File: config.mk
export PLATFORM = sky130hd
export DESIGN_NAME = mmio
export DESIGN_NICKNAME = d
export VERILOG_FILES = /design/src/common/pe_pkg.sv /design/src/mmio.sv
export VERILOG_INCLUDE_DIRS = /design/src /design/src/common
export SDC_FILE = /design/constraint.sdc
export NUM_CORES = 1
export LEC_CHECK = 0
export BUFFER_PORTS_ARGS = -buffer_cell sky130_fd_sc_hd__buf_2
export CORE_ASPECT_RATIO = 1.5
export CORE_MARGIN = 5
export CORE_UTILIZATION = 41
export CTS_BUF_LIST = sky130_fd_sc_hd__clkbuf_4
export DETAILED_ROUTE_END_ITERATION = 12
export PLACE_DENSITY = 0.78
export SYNTH_ARGS = -nofsm -noshare
export SYNTH_HDL_FRONTEND = slang
export SYNTH_SLANG_ARGS = --single-unit
File: constraint.sdc
create_clock -name clock -period 1.5 [get_ports clock]
set_clock_uncertainty 0.15 [all_clocks]
set_input_delay 0.075 -clock clock [delete_from_list [all_inputs] [get_ports clock]]
set_output_delay 0.075 -clock clock [all_outputs]
set_load 0.01 [all_outputs]
File: src/common/pe_config.svh
`ifndef PE_CONFIG_SVH
`define PE_CONFIG_SVH

// flit and scratchpad word width
`define FLIT_WIDTH 16

// input fifo depth, equal to the credits an output starts with
`define BUF_DEPTH 4

`define MEM_DEPTH 256
`define MEM_ADDR_W 8

// mesh coordinates of this node
`define NODE_X 4'd1
`define NODE_Y 4'd1

`endif

File: src/common/pe_pkg.sv
package pe_pkg;

  // router port index, also the index of the link pins
  typedef enum logic [2:0] {
    PORT_EAST  = 3'd0,
    PORT_WEST  = 3'd1,
    PORT_NORTH = 3'd2,
    PORT_SOUTH = 3'd3,
    PORT_LOCAL = 3'd4
  } port_e;

  typedef enum logic [1:0] {
    TX_IDLE,
    TX_HEADER,
    TX_READ,     // scratchpad read in flight
    TX_PAYLOAD
  } dma_tx_state_e;

  typedef enum logic {
    RX_IDLE,
    RX_PAYLOAD
  } dma_rx_state_e;

  // low bits of a register-space address
  typedef enum logic [2:0] {
    REG_SRC     = 3'd0,
    REG_LEN     = 3'd1,
    REG_DEST    = 3'd2,
    REG_CTRL    = 3'd3,
    REG_RX_BASE = 3'd4
  } reg_addr_e;

endpackage

File: src/mmio.sv
`timescale 1ns/1ns
`include "pe_config.svh"

module mmio import pe_pkg::*; (
  input  logic                   clock,
  input  logic                   rst_n_i,
  input  logic                   mmio_req_i,
  input  logic                   mmio_we_i,
  input  logic [8:0]             mmio_addr_i,
  input  logic [`FLIT_WIDTH-1:0] mmio_wdata_i,
  output logic [`FLIT_WIDTH-1:0] mmio_rdata_o,
  output logic                   mmio_ack_o,
  output logic                   irq_o,
  output logic                   start_o,
  output logic [`MEM_ADDR_W-1:0] src_o,
  output logic [7:0]             len_o,
  output logic [7:0]             dest_o,
  output logic [`MEM_ADDR_W-1:0] rx_base_o,
  output logic                   rx_clear_o,
  input  logic                   busy_i,
  input  logic                   rx_done_i,
  output logic                   mem_req_o,
  output logic                   mem_we_o,
  output logic [`MEM_ADDR_W-1:0] mem_addr_o,
  output logic [`FLIT_WIDTH-1:0] mem_wdata_o,
  input  logic [`FLIT_WIDTH-1:0] mem_rdata_i
);
  logic                   reg_sel;    // addr bit 8 picks register space
  reg_addr_e              reg_addr;
  logic                   reg_wr;
  logic                   ctrl_wr;
  logic                   reg_sel_q;
  logic [`FLIT_WIDTH-1:0] reg_rdata_q;

  assign reg_sel  = mmio_addr_i[8];
  assign reg_addr = reg_addr_e'(mmio_addr_i[2:0]);
  assign reg_wr   = mmio_req_i && mmio_we_i && reg_sel;
  assign ctrl_wr  = reg_wr && (reg_addr == REG_CTRL);

  assign start_o      = ctrl_wr && mmio_wdata_i[0] && !busy_i;  // dropped while busy
  assign rx_clear_o   = ctrl_wr && mmio_wdata_i[1];
  assign irq_o        = rx_done_i;
  assign mmio_rdata_o = reg_sel_q ? reg_rdata_q : mem_rdata_i;

  assign mem_req_o   = mmio_req_i && !reg_sel;
  assign mem_we_o    = mmio_we_i;
  assign mem_addr_o  = mmio_addr_i[`MEM_ADDR_W-1:0];
  assign mem_wdata_o = mmio_wdata_i;

  always_ff @(posedge clock or negedge rst_n_i) begin
    if (!rst_n_i) begin
      mmio_ack_o <= 1'b0;
      reg_sel_q  <= 1'b0;
      src_o      <= '0;
      len_o      <= '0;
      dest_o     <= '0;
      rx_base_o  <= '0;
    end else begin
      mmio_ack_o <= mmio_req_i;
      if (mmio_req_i) reg_sel_q <= reg_sel;
      if (reg_wr) begin
        case (reg_addr)
          REG_SRC:     src_o     <= mmio_wdata_i[`MEM_ADDR_W-1:0];
          REG_LEN:     len_o     <= mmio_wdata_i[7:0];
          REG_DEST:    dest_o    <= mmio_wdata_i[7:0];
          REG_RX_BASE: rx_base_o <= mmio_wdata_i[`MEM_ADDR_W-1:0];
          default: ;
        endcase
      end
    end
  end

  always_ff @(posedge clock) begin
    if (mmio_req_i && reg_sel) begin
      case (reg_addr)
        REG_SRC:     reg_rdata_q <= `FLIT_WIDTH'(src_o);
        REG_LEN:     reg_rdata_q <= `FLIT_WIDTH'(len_o);
        REG_DEST:    reg_rdata_q <= `FLIT_WIDTH'(dest_o);
        REG_CTRL:    reg_rdata_q <= `FLIT_WIDTH'({rx_done_i, busy_i});
        REG_RX_BASE: reg_rdata_q <= `FLIT_WIDTH'(rx_base_o);
        default:     reg_rdata_q <= '0;
      endcase
    end
  end

endmodule

# Yosys cells after proc, flatten, opt, wreduce, memory -nomap -nowiden
# Index checks and enable logic that the tools add are counted.
# classes
n_eq_ne	4
n_mux	2
reduce_logical	15
# ops
op	count
8-bit one-hot mux with 5 select lines	1
16-bit 2-to-1 mux	1
1-bit logical AND	8
2-bit AND reduction	4
3-bit by 2-bit == test with 1-bit output (second input constant)	2
3-bit by 1-bit == test with 1-bit output (second input constant)	1
3-bit == test (second input constant)	1
3-bit logical NOT	1
1-bit logical NOT	2
# totals
ff_bits	50
inputBits	47
out_inout_bits	78

# Logic depth before layout (Yosys ltp)
# depth
ltp_word	5
ltp_mapped	5

# Least setup slack after synthesis
# No wires, ideal clock.
# synth_path
kind	reg2out
startpoint	reg reg_sel_q
endpoint	out mmio_rdata_o[7]
arrival_time_ps	1260
setup_slack_ps	15
stages_incl_launch_ff	4
n_path_buf	2
cell_sequence	dfrtp_1 > clkbuf_1 > buf_1 > mux2_2
# synth_between
elab_chain_cells	1
# synth_rtl
element	line_no	source
start: declaration	mmio.sv:32	logic reg_sel_q;
start signal: assignment	mmio.sv:60	if (mmio_req_i) reg_sel_q <= reg_sel;
16-bit 2-to-1 mux	mmio.sv:43	assign mmio_rdata_o = reg_sel_q ? reg_rdata_q : mem_rdata_i;
end: declaration	mmio.sv:11	output logic [`FLIT_WIDTH-1:0] mmio_rdata_o,
# Every way passes these cells.

# Worst setup path in the final report
# layout_path
startpoint	reg reg_sel_q
endpoint	out mmio_rdata_o[2]
# Same word-level chain as after synthesis.

==> metrics.md <==
| Metric | Value |
|---|---|
| Run status | finished with violations |
| Violated checks | setup timing |
| Vias in the first global route | 1,839 |
| Worst endpoint required time | approximately 1300 ps |
| Top Usage Layer GRT | met2 |
| RSZ-0062 raised after global routing | true |
| Overall fraction of global-route tracks in use | 17.1% |
| Post-route DRC violation count | 0 |
| Commonest cells after routing, fill and taps aside | sky130_fd_sc_hd__buf_2 (90), sky130_fd_sc_hd__mux2_2 (34), sky130_fd_sc_hd__dfrtp_1 (33) |
| Power per cell area | ~1100 nW/um2 |
| Crit end category | output pin |
| Total number of nets in the final design | 321 |
| Synthesized area | 2220 um2 |
| Num rows | 32 |
| Maximum fanout encountered on the critical timing path | 8 |
| Critical path destination | mmio_rdata_o[2] |
| Number of flip-flops and latches in the synthesized netlist | 42 |
| Worst slew margin relative to its limit | 54.7% |
| Total vias in the final route | 1,735 |
| Clock sink count | 42 |
| Worst min-delay path startpoint | mmio_addr_i[6] |
| Register-to-register path setup slack | 160 ps |
| Maximum operating frequency | 624 MHz |
| Crit path max-delay cell type | sky130_fd_sc_hd__dfrtp_2 |
| Worst min path class | in2out |
| Initial antenna violation count | 1 |
| Layout overhead on the synthesized area | 35.9% |
| Most frequent standard cell in the layout excluding fill and tap cells | sky130_fd_sc_hd__buf_2 |
| Synthesized Nets | 218 |
| Post-Route Utilization | about three fifths |
| Share of post-route cells with drive strength above 1 | between 60% and 70% |
| Remaining global-route overflow | 0 |
| Post-DR wirelength/cell | 16.8 um |
| CTS tree | built |
| Global Route met1 Usage | between 10% and 20% |
| TritonCTS buffer count | 5 |
| Final sum of negative setup slack | -935 ps |
| Worst setup startpoint | reg_sel_q |
| Sequential share of the synthesized area | between 40 and 50% |
| Buffering stage count on the worst path with inverters included | 2 |
| Final worst setup slack | -102 ps |
| Largest net degree at the start of global routing | 35 |
| RR Startpoint | src_o[1] |
| Met2 layer usage reported by global route | 30.9% |
| Crit path depth | 3 |
| Data arrival time of the critical path | 1380 ps |
| Largest incremental delay on the critical path | 430 ps |
| IO buf count | 98 |
| First-pass GRT wire length | 9370 um |
| Final critical-path required period | 1600 ps |
| Synth Instances | 171 |
| Maximum clock insertion buffer count | 2 |
| Peak ir drop on the vdd network | 0.630 mV |
| Total core area | between 5000 and 6000 um2 |
| Die Outline Area | 7020 um2 |
| Antenna viol nets, final | 0 |
| Cells on worst reg2reg path | 3 |
| Insertion delay of the later-clocked pin in the worst-skew pair | 360 ps |
| Clk root buf | sky130_fd_sc_hd__clkbuf_4 |
| Number of max-slew violations in the final report | 0 |
| Endpoints failing hold | 0 |
| Worst setup SP type | register |
| Vertical extent of the die | 100 um |
| Number of detailed-routing iterations run before antenna repair | 7 |
| Number of top-level pins | 125 |
| Number of violations reported at the end of detailed-routing iteration 0 | 52 |
| DIE WIDTH | 70.1 um |
| Final RePlAce weighted congestion | 0.814 |
| Leak pwr | 1.50 nW |
| Clock-pin slew on the worst setup and hold paths | 130 ps |
| Average instance area after synthesis | 13.0 um2 |
| Initial core utilization | 42.7% |
| Unique masters post-synth | 32 |
| Worst Setup Path Type | reg2out |
| Number of max-cap violations | 0 |
| Ordered list of cells on the worst path | buf_12 -> mux2_2 -> buf_6 |
| Routed vias/inst | 5.04 |
| Total wire length after detailed routing | just under 6000 um |
| Final setup violation count | 14 |
| Total of warnings raised by yosys | 0 |
| Half-perimeter wire length after placement | around 4300 um |
| Kind of cell with the highest combined delay on the critical path | flip-flops |
| R2R Path End | reg_rdata_q[1] |
| H-tree depth | 2 |
| Met3 track demand over resource | 4.41% |
| Tightest Pin Transition | 678 ps |
| Final period util | 107% |
cell families after synthesis:
family / after synthesis / synth area share [%]
AOI/OAI and AO/OA: 17 / 5.58
DFF: 42 / 49.1
and+or+nand+nor: 33 / 10.9
muxes: 43 / 23.1
buffers and inverters: 36 / 11.3
synthesized netlist by cell type:
cell                       count  area (um2)
sky130_fd_sc_hd__nor3b_4       2        37.5
sky130_fd_sc_hd__nand3b_1      2        15.0
sky130_fd_sc_hd__buf_6         2        22.5
sky130_fd_sc_hd__nand3_1       6        30.0
sky130_fd_sc_hd__nand2_1       1        3.75
sky130_fd_sc_hd__mux2_2       34         383
sky130_fd_sc_hd__a22oi_1       1        7.51
sky130_fd_sc_hd__buf_4        26         195
sky130_fd_sc_hd__nand4_1       1        6.26
sky130_fd_sc_hd__edfxtp_1      8         240
sky130_fd_sc_hd__nor2_1        2        7.51
sky130_fd_sc_hd__buf_1         2        7.51
sky130_fd_sc_hd__clkbuf_1      3        11.3
sky130_fd_sc_hd__nor3b_1       2        15.0
sky130_fd_sc_hd__and2_1        1        6.26
sky130_fd_sc_hd__nor3_2        1        10.0
sky130_fd_sc_hd__o22ai_1       1        6.26
sky130_fd_sc_hd__inv_1         1        3.75
sky130_fd_sc_hd__nor3_1        1        5.00
sky130_fd_sc_hd__a311o_1       1        10.0
sky130_fd_sc_hd__dfrtp_1      34         851
sky130_fd_sc_hd__or2_2         1        6.26
sky130_fd_sc_hd__mux2_4        8         120
sky130_fd_sc_hd__a21oi_1       2        10.0
sky130_fd_sc_hd__o21ai_0       6        30.0
sky130_fd_sc_hd__nor2b_1      10        62.6
sky130_fd_sc_hd__or3_1         1        6.26
sky130_fd_sc_hd__a222oi_1      6        60.1
sky130_fd_sc_hd__mux2i_1       1        10.0
sky130_fd_sc_hd__buf_2         2        10.0
sky130_fd_sc_hd__and2b_1       1        7.51
sky130_fd_sc_hd__nand4b_4      1        23.8
per-stage QoR:
step                      setup WS [ps]  cells  hold slack [ps]  cell area, um2  power [mW]
after floorplan                    14.6    171             -371            2220        1.99
after global placement            -2.69    320            -23.6            2710        2.33
after detailed placement          -22.1    320            -18.8            2710        2.36
after CTS                          -115    343            0.119            3000        3.32
after global routing               -162    344           0.0165            3020        3.47
final                              -102    344          0.00282            3020        3.29
worst min path at each step:
stage	end	slack [ps]	depth (start not counted)
floorplan	dest_o[0]	-370	0
global placement	len_o[1]	-20	2
detailed placement	src_o[1]	-20	2
CTS	mem_addr_o[6]	0.1	0
global route	mem_addr_o[6]	0.02	0
finish	mem_addr_o[6]	0.003	0
routing by layer:
metal,share of wire (%),vias up
met5,0,-
met4,3.3,0
met1,36,842
met3,6.7,21
met2,54,68
li1,-,804
power by group:
part | internal, mW | switching [mW] | total [mW]
Clock | 0.521 | 0.378 | 0.899
Combinational | 0.491 | 0.400 | 0.891
Sequential | 1.36 | 0.146 | 1.50
timing repair:
| item | 4_1_cts | 5_1_grt |
|---|---|---|
| pin swaps | 0 | 0 |
| setup endpoints to repair | 8 | 15 |
| hold endpoints to repair | 69 | 0 |
| hold buffers | 12 | 0 |
| buffers inserted | 3 | 0 |
| gates cloned | 0 | 0 |
| resized for setup | 8 | 3 |
layout make-up:
type,instances,area [um2]
flip-flops and latches,42,1090
diodes,1,2.50
repair buffers,131,847
well taps,68,85.1
inverters,1,3.75
multi-input cells,93,882
clock inverters,3,68.8
clock buffers,5,37.5
fillers,447,2190
flip-flops by register name, indices dropped and copies added (netlist names):
name         count
dest_o           8
len_o            8
reg_rdata_q      8
rx_base_o        8
src_o            8
mmio_ack_o       1
reg_sel_q        1
Note: power is estimated with default switching activity, not from simulation.
