==> config.mk <==
export PLATFORM = sky130hd
export DESIGN_NAME = ddma
export DESIGN_NICKNAME = d
export VERILOG_FILES = /design/src/common/pe_pkg.sv /design/src/ddma.sv
export VERILOG_INCLUDE_DIRS = /design/src /design/src/common
export SDC_FILE = /design/constraint.sdc
export NUM_CORES = 1
export LEC_CHECK = 0
export BUFFER_PORTS_ARGS = -buffer_cell sky130_fd_sc_hd__buf_2
export CAP_MARGIN = 10
export CORE_MARGIN = 4
export CORE_UTILIZATION = 46
export DETAILED_ROUTE_END_ITERATION = 12
export PLACE_DENSITY = 0.79
export SKIP_LAST_GASP = 1
export SLEW_MARGIN = 15
export SYNTH_ARGS = -nofsm -noshare
export SYNTH_HDL_FRONTEND = slang
export SYNTH_SLANG_ARGS = --single-unit
==> constraint.sdc <==
create_clock -name clock -period 2.4 [get_ports clock]
set_input_delay 0.48 -clock clock [delete_from_list [all_inputs] [get_ports clock]]
set_output_delay 0.48 -clock clock [all_outputs]
set_load 0.02 [all_outputs]
==> src/common/pe_config.svh <==
`ifndef PE_CONFIG_SVH
`define PE_CONFIG_SVH

// flit and scratchpad word width
`define FLIT_WIDTH 16

// input fifo depth, equal to the credits an output starts with
`define BUF_DEPTH 4

`define MEM_DEPTH 256
`define MEM_ADDR_W 8

// mesh coordinates of this node
`define NODE_X 4'd1
`define NODE_Y 4'd1

`endif

==> src/common/pe_pkg.sv <==
package pe_pkg;

  // router port index, also the index of the link pins
  typedef enum logic [2:0] {
    PORT_EAST  = 3'd0,
    PORT_WEST  = 3'd1,
    PORT_NORTH = 3'd2,
    PORT_SOUTH = 3'd3,
    PORT_LOCAL = 3'd4
  } port_e;

  typedef enum logic [1:0] {
    TX_IDLE,
    TX_HEADER,
    TX_READ,     // scratchpad read in flight
    TX_PAYLOAD
  } dma_tx_state_e;

  typedef enum logic {
    RX_IDLE,
    RX_PAYLOAD
  } dma_rx_state_e;

  // low bits of a register-space address
  typedef enum logic [2:0] {
    REG_SRC     = 3'd0,
    REG_LEN     = 3'd1,
    REG_DEST    = 3'd2,
    REG_CTRL    = 3'd3,
    REG_RX_BASE = 3'd4
  } reg_addr_e;

endpackage

==> src/ddma.sv <==
`timescale 1ns/1ns
`include "pe_config.svh"

module ddma import pe_pkg::*; (
  input  logic                   clock,
  input  logic                   rst_n_i,
  input  logic                   start_i,
  input  logic [`MEM_ADDR_W-1:0] src_i,
  input  logic [7:0]             len_i,
  input  logic [7:0]             dest_i,
  input  logic [`MEM_ADDR_W-1:0] rx_base_i,
  output logic                   busy_o,
  output logic                   rx_done_o,
  input  logic                   rx_clear_i,
  output logic                   tx_o,
  output logic [`FLIT_WIDTH-1:0] data_o,
  input  logic                   credit_i,
  input  logic                   rx_i,
  input  logic [`FLIT_WIDTH-1:0] data_i,
  output logic                   credit_o,
  output logic                   mem_req_o,
  output logic                   mem_we_o,
  output logic [`MEM_ADDR_W-1:0] mem_addr_o,
  output logic [`FLIT_WIDTH-1:0] mem_wdata_o,
  input  logic [`FLIT_WIDTH-1:0] mem_rdata_i
);
  localparam int CW = $clog2(`BUF_DEPTH + 1);

  dma_tx_state_e          tx_state_q;
  dma_rx_state_e          rx_state_q;
  logic [`MEM_ADDR_W-1:0] tx_addr_q;
  logic [`MEM_ADDR_W-1:0] rx_addr_q;
  logic [7:0]             tx_left_q;  // payload flits left to send
  logic [7:0]             rx_left_q;
  logic [7:0]             tx_dest_q;
  logic [CW-1:0]          tx_credit_q;
  logic                   tx_fire;
  logic                   tx_rd;
  logic                   rx_wr;

  assign busy_o  = tx_state_q != TX_IDLE;
  assign rx_wr   = (rx_state_q == RX_PAYLOAD) && rx_i;
  assign tx_rd   = (tx_state_q == TX_READ) && !rx_wr;  // receive owns port a first
  assign tx_fire = (tx_state_q inside {TX_HEADER, TX_PAYLOAD}) && (tx_credit_q != '0);

  assign mem_req_o   = rx_wr || tx_rd;
  assign mem_we_o    = rx_wr;
  assign mem_addr_o  = rx_wr ? rx_addr_q : tx_addr_q;
  assign mem_wdata_o = data_i;

  always_ff @(posedge clock or negedge rst_n_i) begin
    if (!rst_n_i) begin
      tx_state_q  <= TX_IDLE;
      tx_addr_q   <= '0;
      tx_left_q   <= '0;
      tx_dest_q   <= '0;
      tx_credit_q <= CW'(`BUF_DEPTH);
      tx_o        <= 1'b0;
    end else begin
      tx_o        <= tx_fire;
      tx_credit_q <= tx_credit_q + CW'(credit_i) - CW'(tx_fire);
      case (tx_state_q)
        TX_IDLE: begin
          if (start_i) begin
            tx_addr_q  <= src_i;
            tx_left_q  <= len_i;
            tx_dest_q  <= dest_i;
            tx_state_q <= TX_HEADER;
          end
        end
        TX_HEADER: if (tx_fire) tx_state_q <= TX_READ;
        TX_READ:   if (tx_rd) tx_state_q <= TX_PAYLOAD;
        TX_PAYLOAD: begin
          if (tx_fire) begin
            tx_addr_q  <= tx_addr_q + 1'b1;
            tx_left_q  <= tx_left_q - 8'd1;
            tx_state_q <= (tx_left_q == 8'd1) ? TX_IDLE : TX_READ;
          end
        end
        default: tx_state_q <= TX_IDLE;
      endcase
    end
  end

  // header is {x, y, len}; payload comes straight from the read port
  always_ff @(posedge clock) begin
    if (tx_fire) data_o <= (tx_state_q == TX_HEADER) ? {tx_dest_q, tx_left_q} : mem_rdata_i;
  end

  always_ff @(posedge clock or negedge rst_n_i) begin
    if (!rst_n_i) begin
      rx_state_q <= RX_IDLE;
      rx_addr_q  <= '0;
      rx_left_q  <= '0;
      rx_done_o  <= 1'b0;
      credit_o   <= 1'b0;
    end else begin
      credit_o <= rx_i;  // no buffering, every flit consumed on arrival
      if (rx_clear_i) rx_done_o <= 1'b0;
      case (rx_state_q)
        RX_IDLE: begin
          if (rx_i) begin
            rx_left_q  <= data_i[7:0];
            rx_addr_q  <= rx_base_i;
            rx_state_q <= RX_PAYLOAD;
          end
        end
        RX_PAYLOAD: begin
          if (rx_wr) begin
            rx_addr_q <= rx_addr_q + 1'b1;
            rx_left_q <= rx_left_q - 8'd1;
            if (rx_left_q == 8'd1) begin
              rx_state_q <= RX_IDLE;
              rx_done_o  <= 1'b1;  // set beats a same-cycle clear
            end
          end
        end
        default: rx_state_q <= RX_IDLE;
      endcase
    end
  end

endmodule

# Yosys cells after proc, flatten, opt, wreduce, memory -nomap -nowiden
# Cells that the tools add are included.
# totals
ff_bits,65
in_bits,70
output_inout_bits,46
wordCells,72
# classes
add_sub_neg,6
n_eq_ne,11
mux,28
n_bitwise,1
n_reduce_logical,14
# ops
cell,count
2-to-1 mux 8 bit,9
case mux 8 bit (2 select lines),4
adder 8 x 1 -> 8 bit (second input constant),2
== test 8 x 1 -> 1 bit (second input constant),2
2-to-1 mux 16 bit,1
subtractor 8 x 1 -> 8 bit (second input constant),2
2-to-1 mux 2 bit,5
!= test 2 bit (second input constant),5
case mux 2 bit (4 select lines),1
2-to-1 mux 1 bit,7
nonzero test 2 bit,3
== test 2 bit (second input constant),2
AND reduction 2 bit,2
AND reduction 4 bit,1
adder 3 x 1 -> 3 bit,1
logical AND 1 bit,3
AND reduction 3 bit,1
nonzero test 3 bit,1
subtractor 3 x 1 -> 3 bit,1
== test 2 x 1 -> 1 bit (second input constant),1
logical NOT 2 bit,1
!= test 2 x 1 -> 1 bit (second input constant),1
case mux 1 bit (2 select lines),1
logical NOT 1 bit,1
other kinds (2),2

# Longest topological paths before layout
# logic_depth
word_depth,5
depth_mapped,8
depth_no_buf,8

# Worst setup path after synthesis
# No wires, ideal clock.
# synth_path
path_type,register -> register
from,register tx_credit_q[2]
to,register tx_credit_q[1]
setup_ns,0.136
arrival_ns,2.367
required_ns,2.264
setup_slack_ns,-0.102
path_stages_with_launch,7
n_path_buf,0
period_less_slack_ns,2.502
path_cell_list,dfstp_2 > nor3_1 > nor2b_1 > nand2_1 > o21ai_0 > ha_1 > fa_1
# synth_via
elab_chain_cells,3
# synth_rtl
item,line,text
from (decl),ddma.sv:36,logic [CW-1:0] tx_credit_q;
from (signal assigned),ddma.sv:57,tx_credit_q <= CW'(`BUF_DEPTH);
from (signal assigned),ddma.sv:61,tx_credit_q <= tx_credit_q + CW'(credit_i) - CW'(tx_fire);
nonzero test 3 bit,ddma.sv:44,"assign tx_fire = (tx_state_q inside {TX_HEADER, TX_PAYLOAD}) && (tx_credit_q != '0);"
logical AND 1 bit,ddma.sv:44,
net tx_fire,ddma.sv:37,logic tx_fire;
subtractor 3 x 1 -> 3 bit,ddma.sv:61,
# The timed path passes the listed nets, and every way through them passes these cells.
# A chain may end at the register's enable or synchronous reset.

# Worst setup path in the final report
# layout_path
from,register tx_credit_q[0]
to,register tx_credit_q[2]
# The elaborated chain is that of the path after synthesis.

==> run summary <==
Slew @ Worst Pin - 0.873 ns
combinational share of power - 41.4%
RSZ-0062 raised after global routing - no
vias in the first global route - 2885
leakage - 1.95 nW
Core Box Area - 0.00729 mm^2
final net count - 534
Clock Sinks - 65
Filler Cell Count - 685
final setup vio count - 0
leading area contributor after synthesis - dfrtp_1
Netlist cell types - 46
DP HPWL - 6140 um
IR drop worst, VDD - 691 uV
Slew headroom - 41.7%
detailed router's first-iteration violation count - 110
multiplexer share of the synthesized area - 6.80%
drt wl/cell - 14.9 um
Cell Area, Synth - 0.00348 mm^2
top-count cell post-synth - nand2_1
initial antenna violation count - 0
Main synth FF type - dfrtp_1
post-CTS setup buffer count - 0
cts hold-fix bufs - 0
syn_nets - 453
Async S/R FF share, synth - 75.4%
simple-gate share of the synthesized area - 17.0%
post-layout minimum cycle time - 2.12 ns
EDFF count, synth - 16
# Max-Cap Violations - 0
Compound-Gate Fraction of Synth Area - 16.0%
Clk Latency, worst-skew pair - 0.34 ns
Synth area leaders - dfrtp_1, edfxtp_1, nand2_1
worst clock skew - 0.0134 ns
Crit Path Class - flop to flop
Critical Path RT - 2.66 ns
Congestion Overflow GR - 0
layout cells sized above 1 - 30.8%
CTS clk-pin slew, worst paths - 0.07 ns
Vias - 3039
global-route wire length before repair - 13100 um
Max clock buf depth - 2
highest clock rate - 472 MHz
Detail Route Antenna Nets - 0
Tcrit/Tclk final - 88.3%
Psw - 0.00217 W
Mapped Cells - 375
Reg area - 0.00171 mm^2
drt pass-1 iters - 4
I/O Buffers - 99
internal power - 0.00315 W
clock power share - 19.9%
CP max FO - 4
Die H - 94.9 um
final wirelength - 8320 um
Die W - 94.9 um
Seq/Total Area, Yosys - 49.1%
Root Buffer Master - clkbuf_8
DIE AREA - 0.00901 mm^2
flops & latches, synth - 65
Hold Crit Class - primary input to asynchronous set/reset pin
drt drc - 0
area grow syn2layout - 20.1%
CP startpoint kind - flop
outcome - finished, final reports clean
gr usage total - 18.8%
Adder-Cell Fraction of Synth Area - 3.10%
diode count - 0
PD cells - 1270 mW/mm^2
WP data arrival - 2.38 ns
Num CTS Buffers - 9
most frequent cells after synthesis - nand2_1, dfrtp_1, a21oi_1
main combinational cell family by area after synthesis - simple AND/OR/NAND/NOR gates
syn_area_per_cell - 9.27 um^2
post-synth top area share - 34.6%
CTS H-tree lvls - 3
CTS tree - built
footprint of the multi-input gates - 0.00151 mm^2
CP Capture Type - flop
final hold vios - 0
Post-CTS Resized - 0
Post-Synth XOR/XNOR Area - 0.504%
sw frac - 40.8%
Ys Warns - 0
GPL Wtd Cong - 0.903
I/O pin count - 116
setup TNS - 0 ns
Util after Layout - 57.3%
Pins Over Slew Limit - 0
largest net degree at the start of global routing - 36
sequential share of power - 38.7%
num rows - 31
vias per cell - 5.43
initial core utilization - 47.7%
## placed cells by master, fill, tap and decap left out, drive strengths merged, types with 2 or more instances in the layout
cell type    n
nor4         5
nor2b        2
a31oi        3
nand4        2
nor2        21
ha           7
nor3b        2
bufinv       2
inv         13
o22ai       12
mux2        13
mux2i        9
a22oi        3
o21ai       32
xnor2        2
nor3         5
clkbuf      10
edfxtp      16
buf        106
nand3       12
o211ai       2
or4          2
clkinv       2
dfrtp       48
or2          2
nand2b       3
a21oi       34
nand2       73
a32oi        2
## registers in the layout, summed over array words and instances (netlist names)
register	count
rx_addr_q	8
rx_left_q	8
tx_left_q	8
rx_done_o	1
tx_state_q	2
tx_o	1
rx_state_q	1
tx_credit_q	3
credit_o	1
data_o	16
tx_dest_q	8
tx_addr_q	8
## power groups by stage
stage | Sequential (W) | Clock [W] | Combinational, W
floorplan | 0.00207 | 0 | 0.00158
global placement | 0.00204 | 0 | 0.00212
detailed placement | 0.00207 | 0 | 0.00221
CTS | 0.00205 | 0.00108 | 0.00223
global route | 0.00212 | 0.00113 | 0.00245
finish | 0.00206 | 0.00106 | 0.00220
## logic make-up (layout without fill, tap and decap cells)
family | Yosys count | count (layout)
xor gates and xnor gates | 2 | 2
muxes | 22 | 22
DFF | 65 | 65
and+or+nand+nor | 133 | 133
buffers and inverters | 48 | 134
adders and majority gates | 8 | 8
AOI/OAI and AO/OA | 97 | 97
## metal layers
layer / global-route usage, % / up-vias / part of all wire (%)
li1: - / 1475 / -
met1: 22.2 / 1421 / 41
met2: 32.3 / 130 / 49
met3: 6.69 / 13 / 8.9
met4: 5.41 / 0 / 1.6
met5: 0 / - / 0
## layout make-up
| type | count | share of cell area [%] |
|---|---|---|
| Tap cell | 99 | 2.97 |
| Timing Repair Buffer | 106 | 13.4 |
| Inverter | 12 | 1.08 |
| Clock inverter | 6 | 2.16 |
| Clock buffer | 10 | 3.30 |
| Multi-Input combinational cell | 262 | 36.2 |
| Sequential cell | 65 | 40.9 |
## final timing paths
kind | startpoint | endpoint | slack [ns] | cells after the start
max in group asynchronous | rst_n_i | tx_addr_q[7] | 1.69 | 2
max reg2reg | tx_credit_q[0] | tx_credit_q[2] | 0.28 | 8
min in group clock | rx_clear_i | rx_done_o | 0.32 | 2
min | rst_n_i | rx_addr_q[5] | 0.15 | 1
max | tx_credit_q[0] | tx_credit_q[2] | 0.28 | 8
min reg2reg | tx_dest_q[4] | tx_dest_q[4] | 0.51 | 1
## worst max-delay path, cell delays in order, from the launching register on
cell and delay [ns]:
dfrtp_1 0.38, nor3_1 0.43, nor2b_2 0.09, nand2_1 0.12
o21ai_0 0.11, ha_1 0.21, fa_1 0.38, xnor2_1 0.18
xnor2_1 0.14
## stage by stage
step	std cells	total power (W)	setup WS [ns]	hold slack, ns	area [um^2]
finish	560	0.00532	0.281	0.150	4180
global placement	544	0.00415	0.419	0.489	3950
global route	560	0.00571	0.149	0.176	4180
CTS	560	0.00536	0.273	0.157	4180
floorplan	375	0.00366	0.267	0.184	3480
detailed placement	544	0.00428	0.303	0.496	3950
Power figures use the tool's default switching activity.
